$ cat config.mk
export PLATFORM = sky130hd
export DESIGN_NAME = dla_top
export DESIGN_NICKNAME = d
export VERILOG_FILES = /design/src/logic/dla_pkg.sv /design/src/logic/clp_config.sv /design/src/logic/conv_datapath.sv /design/src/logic/data_fetch.sv /design/src/logic/instr_dispatch.sv /design/src/logic/instr_fetch.sv /design/src/logic/instr_queue.sv /design/src/logic/dla_top.sv
export SDC_FILE = /design/constraint.sdc
export NUM_CORES = 2
export LEC_CHECK = 0
export ABC_AREA = 1
export BUFFER_PORTS_ARGS = -buffer_cell sky130_fd_sc_hd__buf_4
export CORE_ASPECT_RATIO = 0.9
export CORE_MARGIN = 2
export CORE_UTILIZATION = 57
export CTS_CLUSTER_SIZE = 14
export DETAILED_ROUTE_END_ITERATION = 8
export PLACE_DENSITY = 0.73
export SETUP_SLACK_MARGIN = 0.02
export SKIP_LAST_GASP = 1
export SYNTH_ARGS = -nofsm -noshare
export SYNTH_HDL_FRONTEND = slang
export SYNTH_SLANG_ARGS = --single-unit
export TNS_END_PERCENT = 1
$ cat constraint.sdc
create_clock -name clk -period 5 [get_ports clk]
set_input_delay 0.25 -clock clk [delete_from_list [all_inputs] [get_ports clk]]
set_output_delay 0.25 -clock clk [all_outputs]
set_load 0.01 [all_outputs]
$ cat src/logic/dla_pkg.sv
`default_nettype none

package dla_pkg;

    ////////////////////////////////////////////////////
    // sizes
    ////////////////////////////////////////////////////
    localparam int TN            = 4;                   // lanes per row
    localparam int FEATURE_WIDTH = 8;
    localparam int DATA_WIDTH    = TN * FEATURE_WIDTH;  // one bus word is one buffer row
    localparam int ADDR_WIDTH    = 16;
    localparam int BUF_ROWS      = 16;
    localparam int ROW_WIDTH     = 4;
    localparam int QUEUE_DEPTH   = 8;
    localparam int RESULT_WIDTH  = 16;
    localparam int ACC_WIDTH     = 20;                  // 4 products plus 16 bit bias

    typedef logic [DATA_WIDTH-1:0]          data_t;
    typedef logic [ADDR_WIDTH-1:0]          addr_t;
    typedef logic [ROW_WIDTH-1:0]           row_t;
    typedef logic [RESULT_WIDTH-1:0]        result_t;
    typedef logic signed [ACC_WIDTH-1:0]    acc_t;

    typedef enum logic [3:0] {
        NOP          = 4'd0,
        LOAD_FEATURE = 4'd1,
        LOAD_WEIGHT  = 4'd2,
        CONFIG       = 4'd3,   // row field holds the shift
        COMPUTE      = 4'd4,
        HALT         = 4'd15
    } opcode_t;

    typedef struct packed {
        opcode_t      opcode;
        row_t         row;
        logic [3:0]   count;
        logic [3:0]   spare;
        logic [15:0]  operand;  // load source or signed bias
    } instr_t;

    ////////////////////////////////////////////////////
    // wishbone classic, read only
    ////////////////////////////////////////////////////
    typedef struct packed {
        logic   cyc;
        logic   stb;
        addr_t  adr;
    } wb_req_t;

    typedef struct packed {
        logic   ack;
        data_t  dat;
    } wb_rsp_t;

    typedef struct packed {
        logic        weight;    // 1 selects weight buffer
        row_t        row;
        logic [3:0]  count;
        addr_t       src;
    } load_cmd_t;

    typedef enum logic [2:0] {
        IDLE, POP, DECODE, WAIT_LOAD, WAIT_COMPUTE, HALTED
    } ctrl_state_t;

endpackage

`default_nettype wire

$ cat src/logic/clp_config.sv
`timescale 1ns/1ps
`default_nettype none

module clp_config
    import dla_pkg::*;
(
    input  wire                  clk,
    input  wire                  i_arst_n,
    input  wire                  i_wr,
    input  wire acc_t            i_bias,
    input  wire [ROW_WIDTH-1:0]  i_shift,
    output acc_t                 o_bias,
    output logic [ROW_WIDTH-1:0] o_shift
);

    // defaults give a plain dot product
    always_ff @(posedge clk or negedge i_arst_n) begin
        if (!i_arst_n) begin
            o_bias  <= '0;
            o_shift <= '0;
        end else if (i_wr) begin
            o_bias  <= i_bias;
            o_shift <= i_shift;
        end
    end

endmodule

`default_nettype wire

$ cat src/logic/conv_datapath.sv
`timescale 1ns/1ps
`default_nettype none

module conv_datapath
    import dla_pkg::*;
(
    input  wire                  clk,
    input  wire                  i_arst_n,
    input  wire                  i_wr,
    input  wire                  i_wr_weight,
    input  wire row_t            i_wr_row,
    input  wire data_t           i_wr_data,
    input  wire                  i_issue,
    input  wire row_t            i_issue_row,
    input  wire acc_t            i_bias,
    input  wire [ROW_WIDTH-1:0]  i_shift,
    output result_t              o_result,
    output logic                 o_result_valid
);

    data_t                               feat_mem [BUF_ROWS];
    data_t                               wgt_mem  [BUF_ROWS];
    data_t                               feat_row;
    data_t                               wgt_row;
    logic signed [2*FEATURE_WIDTH-1:0]   prod_q [TN];   // stage 1 products
    logic                                vld1_q;
    acc_t                                sum;
    acc_t                                shifted;

    always_ff @(posedge clk) begin
        if (i_wr && i_wr_weight)  wgt_mem[i_wr_row]  <= i_wr_data;
        if (i_wr && !i_wr_weight) feat_mem[i_wr_row] <= i_wr_data;
    end

    assign feat_row = feat_mem[i_issue_row];
    assign wgt_row  = wgt_mem[i_issue_row];

    ////////////////////////////////////////////////////
    // stage 1, lane multiplies
    ////////////////////////////////////////////////////
    always_ff @(posedge clk) begin
        for (int i = 0; i < TN; i++) begin
            prod_q[i] <= $signed(feat_row[i*FEATURE_WIDTH +: FEATURE_WIDTH]) *
                         $signed(wgt_row[i*FEATURE_WIDTH +: FEATURE_WIDTH]);
        end
    end

    // stage 2 adder tree, bias folded in
    always_comb begin
        sum = i_bias;
        for (int i = 0; i < TN; i++) begin
            sum = sum + acc_t'(prod_q[i]);
        end
    end

    assign shifted = sum >>> i_shift;   // arithmetic, no rounding

    always_ff @(posedge clk) begin
        if (vld1_q) o_result <= shifted[RESULT_WIDTH-1:0];   // wraps, no saturation
    end

    always_ff @(posedge clk or negedge i_arst_n) begin
        if (!i_arst_n) begin
            vld1_q         <= 1'b0;
            o_result_valid <= 1'b0;
        end else begin
            vld1_q         <= i_issue;
            o_result_valid <= vld1_q;   // 2 cycles after issue
        end
    end

endmodule

`default_nettype wire

$ cat src/logic/data_fetch.sv
`timescale 1ns/1ps
`default_nettype none

module data_fetch
    import dla_pkg::*;
(
    input  wire             clk,
    input  wire             i_arst_n,
    input  wire             i_start,
    input  wire load_cmd_t  i_cmd,
    output wb_req_t         o_bus,
    input  wire wb_rsp_t    i_bus,
    output logic            o_wr,
    output logic            o_wr_weight,
    output row_t            o_wr_row,
    output data_t           o_wr_data,
    output logic            o_done
);

    logic        cyc_q;
    logic [3:0]  left_q;     // words still to read
    logic        weight_q;
    addr_t       src_q;
    row_t        row_q;

    always_ff @(posedge clk or negedge i_arst_n) begin
        if (!i_arst_n) begin
            cyc_q    <= 1'b0;
            left_q   <= '0;
            weight_q <= 1'b0;
            src_q    <= '0;
            row_q    <= '0;
            o_wr     <= 1'b0;
            o_done   <= 1'b0;
        end else begin
            o_wr   <= 1'b0;
            o_done <= 1'b0;
            if (i_start) begin                       // latch new command
                left_q   <= i_cmd.count;
                weight_q <= i_cmd.weight;
                src_q    <= i_cmd.src;
                row_q    <= i_cmd.row;
            end else if (cyc_q && i_bus.ack) begin
                cyc_q  <= 1'b0;
                left_q <= left_q - 1'b1;
                src_q  <= src_q + 1'b1;
                row_q  <= row_q + 1'b1;              // wraps mod 16
                o_wr   <= 1'b1;
                o_done <= (left_q == 4'd1);          // same cycle as last write
            end else if (left_q != '0) begin
                cyc_q <= 1'b1;
            end
        end
    end

    // write payload, taken on ack
    always_ff @(posedge clk) begin
        if (cyc_q && i_bus.ack) begin
            o_wr_weight <= weight_q;
            o_wr_row    <= row_q;
            o_wr_data   <= i_bus.dat;
        end
    end

    assign o_bus = '{cyc: cyc_q, stb: cyc_q, adr: src_q};

endmodule

`default_nettype wire

$ cat src/logic/instr_dispatch.sv
`timescale 1ns/1ps
`default_nettype none

module instr_dispatch
    import dla_pkg::*;
(
    input  wire           clk,
    input  wire           i_arst_n,
    input  wire           i_queue_empty,
    input  wire instr_t   i_instr,
    output logic          o_pop,
    output logic          o_flush,
    output logic          o_halt,
    output logic          o_load_start,
    output load_cmd_t     o_load_cmd,
    input  wire           i_load_done,
    output logic          o_cfg_wr,
    output acc_t          o_cfg_bias,
    output logic [ROW_WIDTH-1:0] o_cfg_shift,
    output logic          o_issue,
    output row_t          o_issue_row,
    output logic          o_done
);

    ctrl_state_t         state_q;
    ctrl_state_t         state_d;
    logic [ROW_WIDTH:0]  cmp_cnt_q;   // rows left plus 2 drain cycles
    row_t                row_q;

    ////////////////////////////////////////////////////
    // next state and strobes
    ////////////////////////////////////////////////////
    always_comb begin
        state_d      = state_q;
        o_pop        = 1'b0;
        o_load_start = 1'b0;
        o_cfg_wr     = 1'b0;
        case (state_q)
            IDLE:      if (!i_queue_empty) state_d = POP;
            POP: begin
                o_pop   = 1'b1;
                state_d = DECODE;                     // word shows up next cycle
            end
            DECODE: begin
                state_d = IDLE;
                case (i_instr.opcode)
                    LOAD_FEATURE, LOAD_WEIGHT: begin
                        if (i_instr.count != '0) begin
                            o_load_start = 1'b1;
                            state_d      = WAIT_LOAD;
                        end
                    end
                    CONFIG:  o_cfg_wr = 1'b1;
                    COMPUTE: if (i_instr.count != '0) state_d = WAIT_COMPUTE;
                    HALT:    state_d = HALTED;
                    NOP:     state_d = IDLE;
                    default: state_d = IDLE;          // unknown codes act as nop
                endcase
            end
            WAIT_LOAD:    if (i_load_done) state_d = IDLE;
            WAIT_COMPUTE: if (cmp_cnt_q == 1) state_d = IDLE;  // last drain cycle
            HALTED:       state_d = HALTED;           // only reset leaves
            default:      state_d = IDLE;
        endcase
    end

    always_ff @(posedge clk or negedge i_arst_n) begin
        if (!i_arst_n) begin
            state_q   <= IDLE;
            cmp_cnt_q <= '0;
            row_q     <= '0;
        end else begin
            state_q <= state_d;
            if (state_q == DECODE) begin
                cmp_cnt_q <= {1'b0, i_instr.count} + 5'd2;  // pipeline is 2 deep
                row_q     <= i_instr.row;
            end else if (state_q == WAIT_COMPUTE) begin
                cmp_cnt_q <= cmp_cnt_q - 1'b1;
                if (o_issue) row_q <= row_q + 1'b1;           // wraps mod 16
            end
        end
    end

    assign o_issue     = (state_q == WAIT_COMPUTE) && (cmp_cnt_q > 5'd2);
    assign o_issue_row = row_q;

    assign o_load_cmd  = '{weight: (i_instr.opcode == LOAD_WEIGHT), row: i_instr.row,
                           count: i_instr.count, src: i_instr.operand};
    assign o_cfg_bias  = acc_t'($signed(i_instr.operand));  // sign extend
    assign o_cfg_shift = i_instr.row;

    // all results drained before HALT is decoded
    assign o_halt  = (state_q == HALTED);
    assign o_flush = o_halt;
    assign o_done  = o_halt;

endmodule

`default_nettype wire

$ cat src/logic/instr_fetch.sv
`timescale 1ns/1ps
`default_nettype none

module instr_fetch
    import dla_pkg::*;
(
    input  wire          clk,
    input  wire          i_arst_n,
    input  wire          i_start,
    input  wire          i_halt,
    input  wire          i_queue_full,
    output wb_req_t      o_bus,
    input  wire wb_rsp_t i_bus,
    output logic         o_push,
    output instr_t       o_push_data
);

    logic   run_q;  // set by start, cleared by halt
    logic   cyc_q;
    addr_t  pc_q;   // next program word

    always_ff @(posedge clk or negedge i_arst_n) begin
        if (!i_arst_n) begin
            run_q <= 1'b0;
            cyc_q <= 1'b0;
            pc_q  <= '0;
        end else if (i_halt) begin
            run_q <= 1'b0;
            cyc_q <= 1'b0;                      // abort any open read
        end else if (cyc_q) begin
            if (i_bus.ack) begin
                cyc_q <= 1'b0;                  // idle one cycle between reads
                pc_q  <= pc_q + 1'b1;
            end
        end else if (i_start) begin
            run_q <= 1'b1;
            pc_q  <= '0;                        // program starts at word 0
        end else if (run_q && !i_queue_full) begin
            cyc_q <= 1'b1;
        end
    end

    assign o_bus = '{cyc: cyc_q, stb: cyc_q, adr: pc_q};

    // acked word goes straight into the queue
    assign o_push      = cyc_q && i_bus.ack && !i_halt;
    assign o_push_data = instr_t'(i_bus.dat);

endmodule

`default_nettype wire

$ cat src/logic/instr_queue.sv
`timescale 1ns/1ps
`default_nettype none

module instr_queue
    import dla_pkg::*;
(
    input  wire         clk,
    input  wire         i_arst_n,
    input  wire         i_push,
    input  wire instr_t i_push_data,
    input  wire         i_pop,
    input  wire         i_flush,
    output instr_t      o_pop_data,
    output logic        o_empty,
    output logic        o_full
);

    instr_t                          mem [QUEUE_DEPTH];
    logic [$clog2(QUEUE_DEPTH)-1:0]  wr_ptr;   // wraps naturally, depth is a power of 2
    logic [$clog2(QUEUE_DEPTH)-1:0]  rd_ptr;
    logic [$clog2(QUEUE_DEPTH):0]    count;
    logic                            do_push;
    logic                            do_pop;

    assign do_push = i_push && !o_full;
    assign do_pop  = i_pop && !o_empty;
    assign o_empty = (count == '0);
    assign o_full  = (count == QUEUE_DEPTH[$clog2(QUEUE_DEPTH):0]);

    always_ff @(posedge clk or negedge i_arst_n) begin
        if (!i_arst_n) begin
            wr_ptr <= '0;
            rd_ptr <= '0;
            count  <= '0;
        end else if (i_flush) begin   // drop everything still queued
            wr_ptr <= '0;
            rd_ptr <= '0;
            count  <= '0;
        end else begin
            if (do_push) wr_ptr <= wr_ptr + 1'b1;
            if (do_pop)  rd_ptr <= rd_ptr + 1'b1;
            if (do_push && !do_pop)      count <= count + 1'b1;
            else if (do_pop && !do_push) count <= count - 1'b1;
        end
    end

    // storage and registered read port
    always_ff @(posedge clk) begin
        if (do_push) mem[wr_ptr] <= i_push_data;
        if (do_pop)  o_pop_data  <= mem[rd_ptr];   // valid the cycle after pop
    end

endmodule

`default_nettype wire

$ cat src/logic/dla_top.sv
`timescale 1ns/1ps
`default_nettype none

module dla_top
    import dla_pkg::*;
(
    input  wire          clk,
    input  wire          i_arst_n,
    input  wire          i_start,
    output wb_req_t      o_ibus,
    input  wire wb_rsp_t i_ibus,
    output wb_req_t      o_dbus,
    input  wire wb_rsp_t i_dbus,
    output result_t      o_result,
    output logic         o_result_valid,
    output logic         o_done
);

    ////////////////////////////////////////////////////
    // instruction path
    ////////////////////////////////////////////////////
    logic                  q_push;
    instr_t                q_push_data;
    logic                  q_pop;
    logic                  q_flush;
    instr_t                q_pop_data;
    logic                  q_empty;
    logic                  q_full;
    logic                  halt;

    // controller to load, config and compute
    logic                  load_start;
    load_cmd_t             load_cmd;
    logic                  load_done;
    logic                  cfg_wr;
    acc_t                  cfg_bias;
    logic [ROW_WIDTH-1:0]  cfg_shift;
    acc_t                  clp_bias;
    logic [ROW_WIDTH-1:0]  clp_shift;
    logic                  issue;
    row_t                  issue_row;

    // buffer write port
    logic                  buf_wr;
    logic                  buf_wr_weight;
    row_t                  buf_wr_row;
    data_t                 buf_wr_data;

    instr_fetch u_ifetch (
        .clk          (clk),
        .i_arst_n     (i_arst_n),
        .i_start      (i_start),
        .i_halt       (halt),
        .i_queue_full (q_full),
        .o_bus        (o_ibus),
        .i_bus        (i_ibus),
        .o_push       (q_push),
        .o_push_data  (q_push_data)
    );

    instr_queue u_iqueue (
        .clk          (clk),
        .i_arst_n     (i_arst_n),
        .i_push       (q_push),
        .i_push_data  (q_push_data),
        .i_pop        (q_pop),
        .i_flush      (q_flush),
        .o_pop_data   (q_pop_data),
        .o_empty      (q_empty),
        .o_full       (q_full)
    );

    instr_dispatch u_dispatch (
        .clk           (clk),
        .i_arst_n      (i_arst_n),
        .i_queue_empty (q_empty),
        .i_instr       (q_pop_data),
        .o_pop         (q_pop),
        .o_flush       (q_flush),
        .o_halt        (halt),
        .o_load_start  (load_start),
        .o_load_cmd    (load_cmd),
        .i_load_done   (load_done),
        .o_cfg_wr      (cfg_wr),
        .o_cfg_bias    (cfg_bias),
        .o_cfg_shift   (cfg_shift),
        .o_issue       (issue),
        .o_issue_row   (issue_row),
        .o_done        (o_done)
    );

    ////////////////////////////////////////////////////
    // data path
    ////////////////////////////////////////////////////
    data_fetch u_dfetch (
        .clk          (clk),
        .i_arst_n     (i_arst_n),
        .i_start      (load_start),
        .i_cmd        (load_cmd),
        .o_bus        (o_dbus),
        .i_bus        (i_dbus),
        .o_wr         (buf_wr),
        .o_wr_weight  (buf_wr_weight),
        .o_wr_row     (buf_wr_row),
        .o_wr_data    (buf_wr_data),
        .o_done       (load_done)
    );

    clp_config u_cfg (
        .clk       (clk),
        .i_arst_n  (i_arst_n),
        .i_wr      (cfg_wr),
        .i_bias    (cfg_bias),
        .i_shift   (cfg_shift),
        .o_bias    (clp_bias),
        .o_shift   (clp_shift)
    );

    conv_datapath u_clp (
        .clk             (clk),
        .i_arst_n        (i_arst_n),
        .i_wr            (buf_wr),
        .i_wr_weight     (buf_wr_weight),
        .i_wr_row        (buf_wr_row),
        .i_wr_data       (buf_wr_data),
        .i_issue         (issue),
        .i_issue_row     (issue_row),
        .i_bias          (clp_bias),
        .i_shift         (clp_shift),
        .o_result        (o_result),
        .o_result_valid  (o_result_valid)
    );

endmodule

`default_nettype wire

==> results by group <==
Outcome
  • Status: finished with violations
  • Failing checks: setup timing

Placed design
  • IO buf count: 118
  • Placed instance count: 7957
  • Hpwl dp: 121 mm
  • Final Wtd Congestion: 0.893
  • Post-DP Area: 76500 um2

Yosys
  • Synth Register Bits: 1483
  • Top FF cell, synth: edfxtp_1
  • Seq/Total Area, Yosys: 62.3%
  • Count of cell types in the netlist: 61
  • Syn Inst Count: 5965
  • Post-synth EDFFs: 1329
  • Post-synthesis async set-or-reset flop share: 6.07%
  • Synthesized area per cell: 11.7 um2
  • Ys Warns: 0
  • Post-synth design cell area: 69800 um2
  • Syn nets: 6457

Critical path
  • CP endpoint kind: flip-flop
  • FF-to-FF setup slack: -0.46 ns
  • Most frequent cell on the critical path: fa_1
  • Setup CP Type: flip-flop to flip-flop
  • WP depth: 21
  • Reg2reg path depth: 21
  • Critical path arrival: 6.17 ns
  • Ordered cell list for the critical path: nand2_8, buf_12, buf_16, a21oi_1, a221oi_1, o21ai_1, nand2_2, buf_4, nand2_1, fa_1, fa_1, inv_1, fa_1, fa_1, ha_4, nand2_1, nor4_2, nand2_1, o311ai_1, buf_4, xor2_1
  • Slowest stage delay, CP: 0.56 ns
  • RR Endpoint: u_clp.prod_q[3][14]
  • Crit path max-delay family: adder cells
  • Worst Setup EP: u_clp.prod_q[3][14]
  • Slowest cell on crit path: dfrtp_4
  • Worst Path Buf+Inv: 5
  • CP Data Required Time: 5.71 ns
  • Crit path from: u_dispatch.o_issue_row[1]
  • CP Max Fanout: 16
  • RR Startpoint: u_dispatch.o_issue_row[1]
  • Startpoint types: flip-flop

STA
  • Final Skew: 0.0277 ns
  • Hold_ws: 0.0726 ns
  • Fin worst setup slack: -0.463 ns
  • Slew @ Worst Pin: 1.39 ns
  • RSZ-0062 raised after global routing: true
  • Pins Over Slew Limit: 0
  • Relative slew margins: 7.05%
  • Fmax: 0.183 GHz
  • Fin crit share: 109%
  • Minimum clock period: 5.46 ns
  • Final hold viol count: 0
  • # setup viols final: 49

GRT
  • Global-route wire length before repair: 299 mm
  • Tot GR Track Use: 32.0%
  • Grt met1 use: 43.4%
  • Global routing usage on met3: 8.61%
  • Largest net degree at the start of global routing: 78
  • Global routing's busiest layer: met2
  • Grt ovf: 0
  • Vias in the first global route: 49600
  • Initial antenna violation count: 4
  • Met2 Track Usage GR: 49.1%

Clock tree
  • Clock latency on the worst-skew pair: 0.80 ns
  • Clock root cell: clkbuf_16
  • H-tree lvl count: 4
  • CTS tree: built
  • Num Clock Sinks: 1483
  • Worst-path clk slew: 0.06 ns
  • Clock buffer depth: 3
  • CTS Buf Count: 146

Route
  • Post-Route WL: 201 mm
  • DRC: 0
  • Vias per cell: 6.00
  • Antenna viol nets, final: 0
  • Via count: 50300
  • First-pass DRT Iterations: 8
  • DRT iter0 DRCs: 6540
  • Routed len/inst: 23.9 um

Min path
  • Worst Hold Class: input pin to flip-flop

Flow run
  • Max cap viols: 0

Floorplanning
  • Boundary Pins: 123
  • Die Height: 336 um
  • Die Wd: 373 um
  • # rows: 121
  • Placeable Area: 121000 um2
  • Initial Util: 57.5%
  • Die area: 125000 um2

Final layout
  • Final #Nets: 7164
  • Layout cells sized above 1: 18.4%
  • Syn-to-layout area delta: 20.3%
  • Layout Cells excl Fill: 8390
  • Final instance area: 83900 um2
  • Commonest cells after routing, fill and taps aside: 1329 x edfxtp_1, 918 x nand2_1, 649 x buf_4, 607 x inv_1, 548 x nor2_1
  • Post-layout util: 69.2%
  • Commonest non-fill, non-tap cell in the layout: edfxtp_1
## area by class of cell
type / instances / area [um2]
multi-input cells: 3585 / 23700
flip-flops and latches: 1483 / 43500
inverters: 632 / 2410
well taps: 1599 / 2000
repair inverters: 4 / 56.3
diodes: 2 / 5.00
repair buffers: 820 / 7690
fillers: 8208 / 37400
clock buffers: 191 / 3930
clock inverters: 74 / 658
## stage by stage
stage	setup slack (ns)	setup TNS, ns
2_1_floorplan	0.00455	0
3_3_place_gp	-0.587	-12.69
3_5_place_dp	-0.682	-15.79
4_1_cts	-0.358	-11.26
5_1_grt	-0.660	-25.80
6_report	-0.463	-11.61
## Yosys cell counts, types with 80 or more instances
master / count / share of area (%)
a21oi_1: 259 / 1.9
a221oi_1: 80 / 1.0
buf_2: 84 / 0.60
clkbuf_1: 129 / 0.69
dfrtp_1: 90 / 3.2
edfxtp_1: 1329 / 57
fa_1: 257 / 7.4
ha_1: 166 / 3.0
inv_1: 616 / 3.3
nand2_1: 942 / 5.1
nand3_1: 247 / 1.8
nor2_1: 595 / 3.2
o21ai_0: 503 / 3.6
o22ai_1: 115 / 1.0
## state kept, by name (all words and copies together) (netlist names), 28 cells and up
register	flops
u_clp.feat_mem	512
u_clp.wgt_mem	512
u_iqueue.mem	224
u_clp.prod_q	64
u_dfetch.o_wr_data	32
u_iqueue.o_pop_data	28
## worst reg2reg max path: cells and delay by family (launching register included)
family	cells	cell delay (ns)
adders and majority gates	5	2.35
and+or+nand+nor	6	0.96
buffers and inverters	5	0.69
AOI/OAI and AO/OA	4	0.65
DFF	1	0.56
xor gates and xnor gates	1	0.16
## routing by layer
metal / wire length (um) / up-vias / share of wire [%]
met1: 75700 / 24500 / 38
met2: 89700 / 3060 / 45
met3: 25400 / 592 / 13
li1: - / 22200 / -
met5: 13 / - / 0.0065
met4: 9640 / 2 / 4.8
## kinds of logic after synthesis
kind of cell | share of synthesized area (%)
xor gates and xnor gates | 1.36
and+or+nand+nor | 11.4
muxes | 0.127
buffers and inverters | 5.32
DFF | 62.3
adders and majority gates | 10.4
AOI/OAI and AO/OA | 9.14
## how the worst min path moves through the flow
stage	start	endpoint	slack, ns	cells after the start
global route	i_dbus[32]	u_dfetch.src_q[5]	0.06	4
global placement	i_arst_n	u_ifetch.pc_q[8]	0.37	1
floorplan	i_arst_n	u_cfg.o_bias[0]	-0.05	0
finish	i_dbus[32]	u_dfetch.src_q[5]	0.07	4
CTS	i_dbus[32]	u_dfetch.src_q[5]	0.02	4
detailed placement	i_arst_n	u_clp.o_result_valid	0.37	1
## repair_timing
action,4_1_cts,5_1_grt
gates cloned,16,3
buffers inserted,61,25
pin swaps,70,66
hold buffers,64,0
gates resized for setup,172,118
setup endpoints to repair,53,57
hold endpoints to repair,319,0
Power is not shown: default switching activity piles up to over one toggle a cycle in this logic, so the estimate is an artifact.
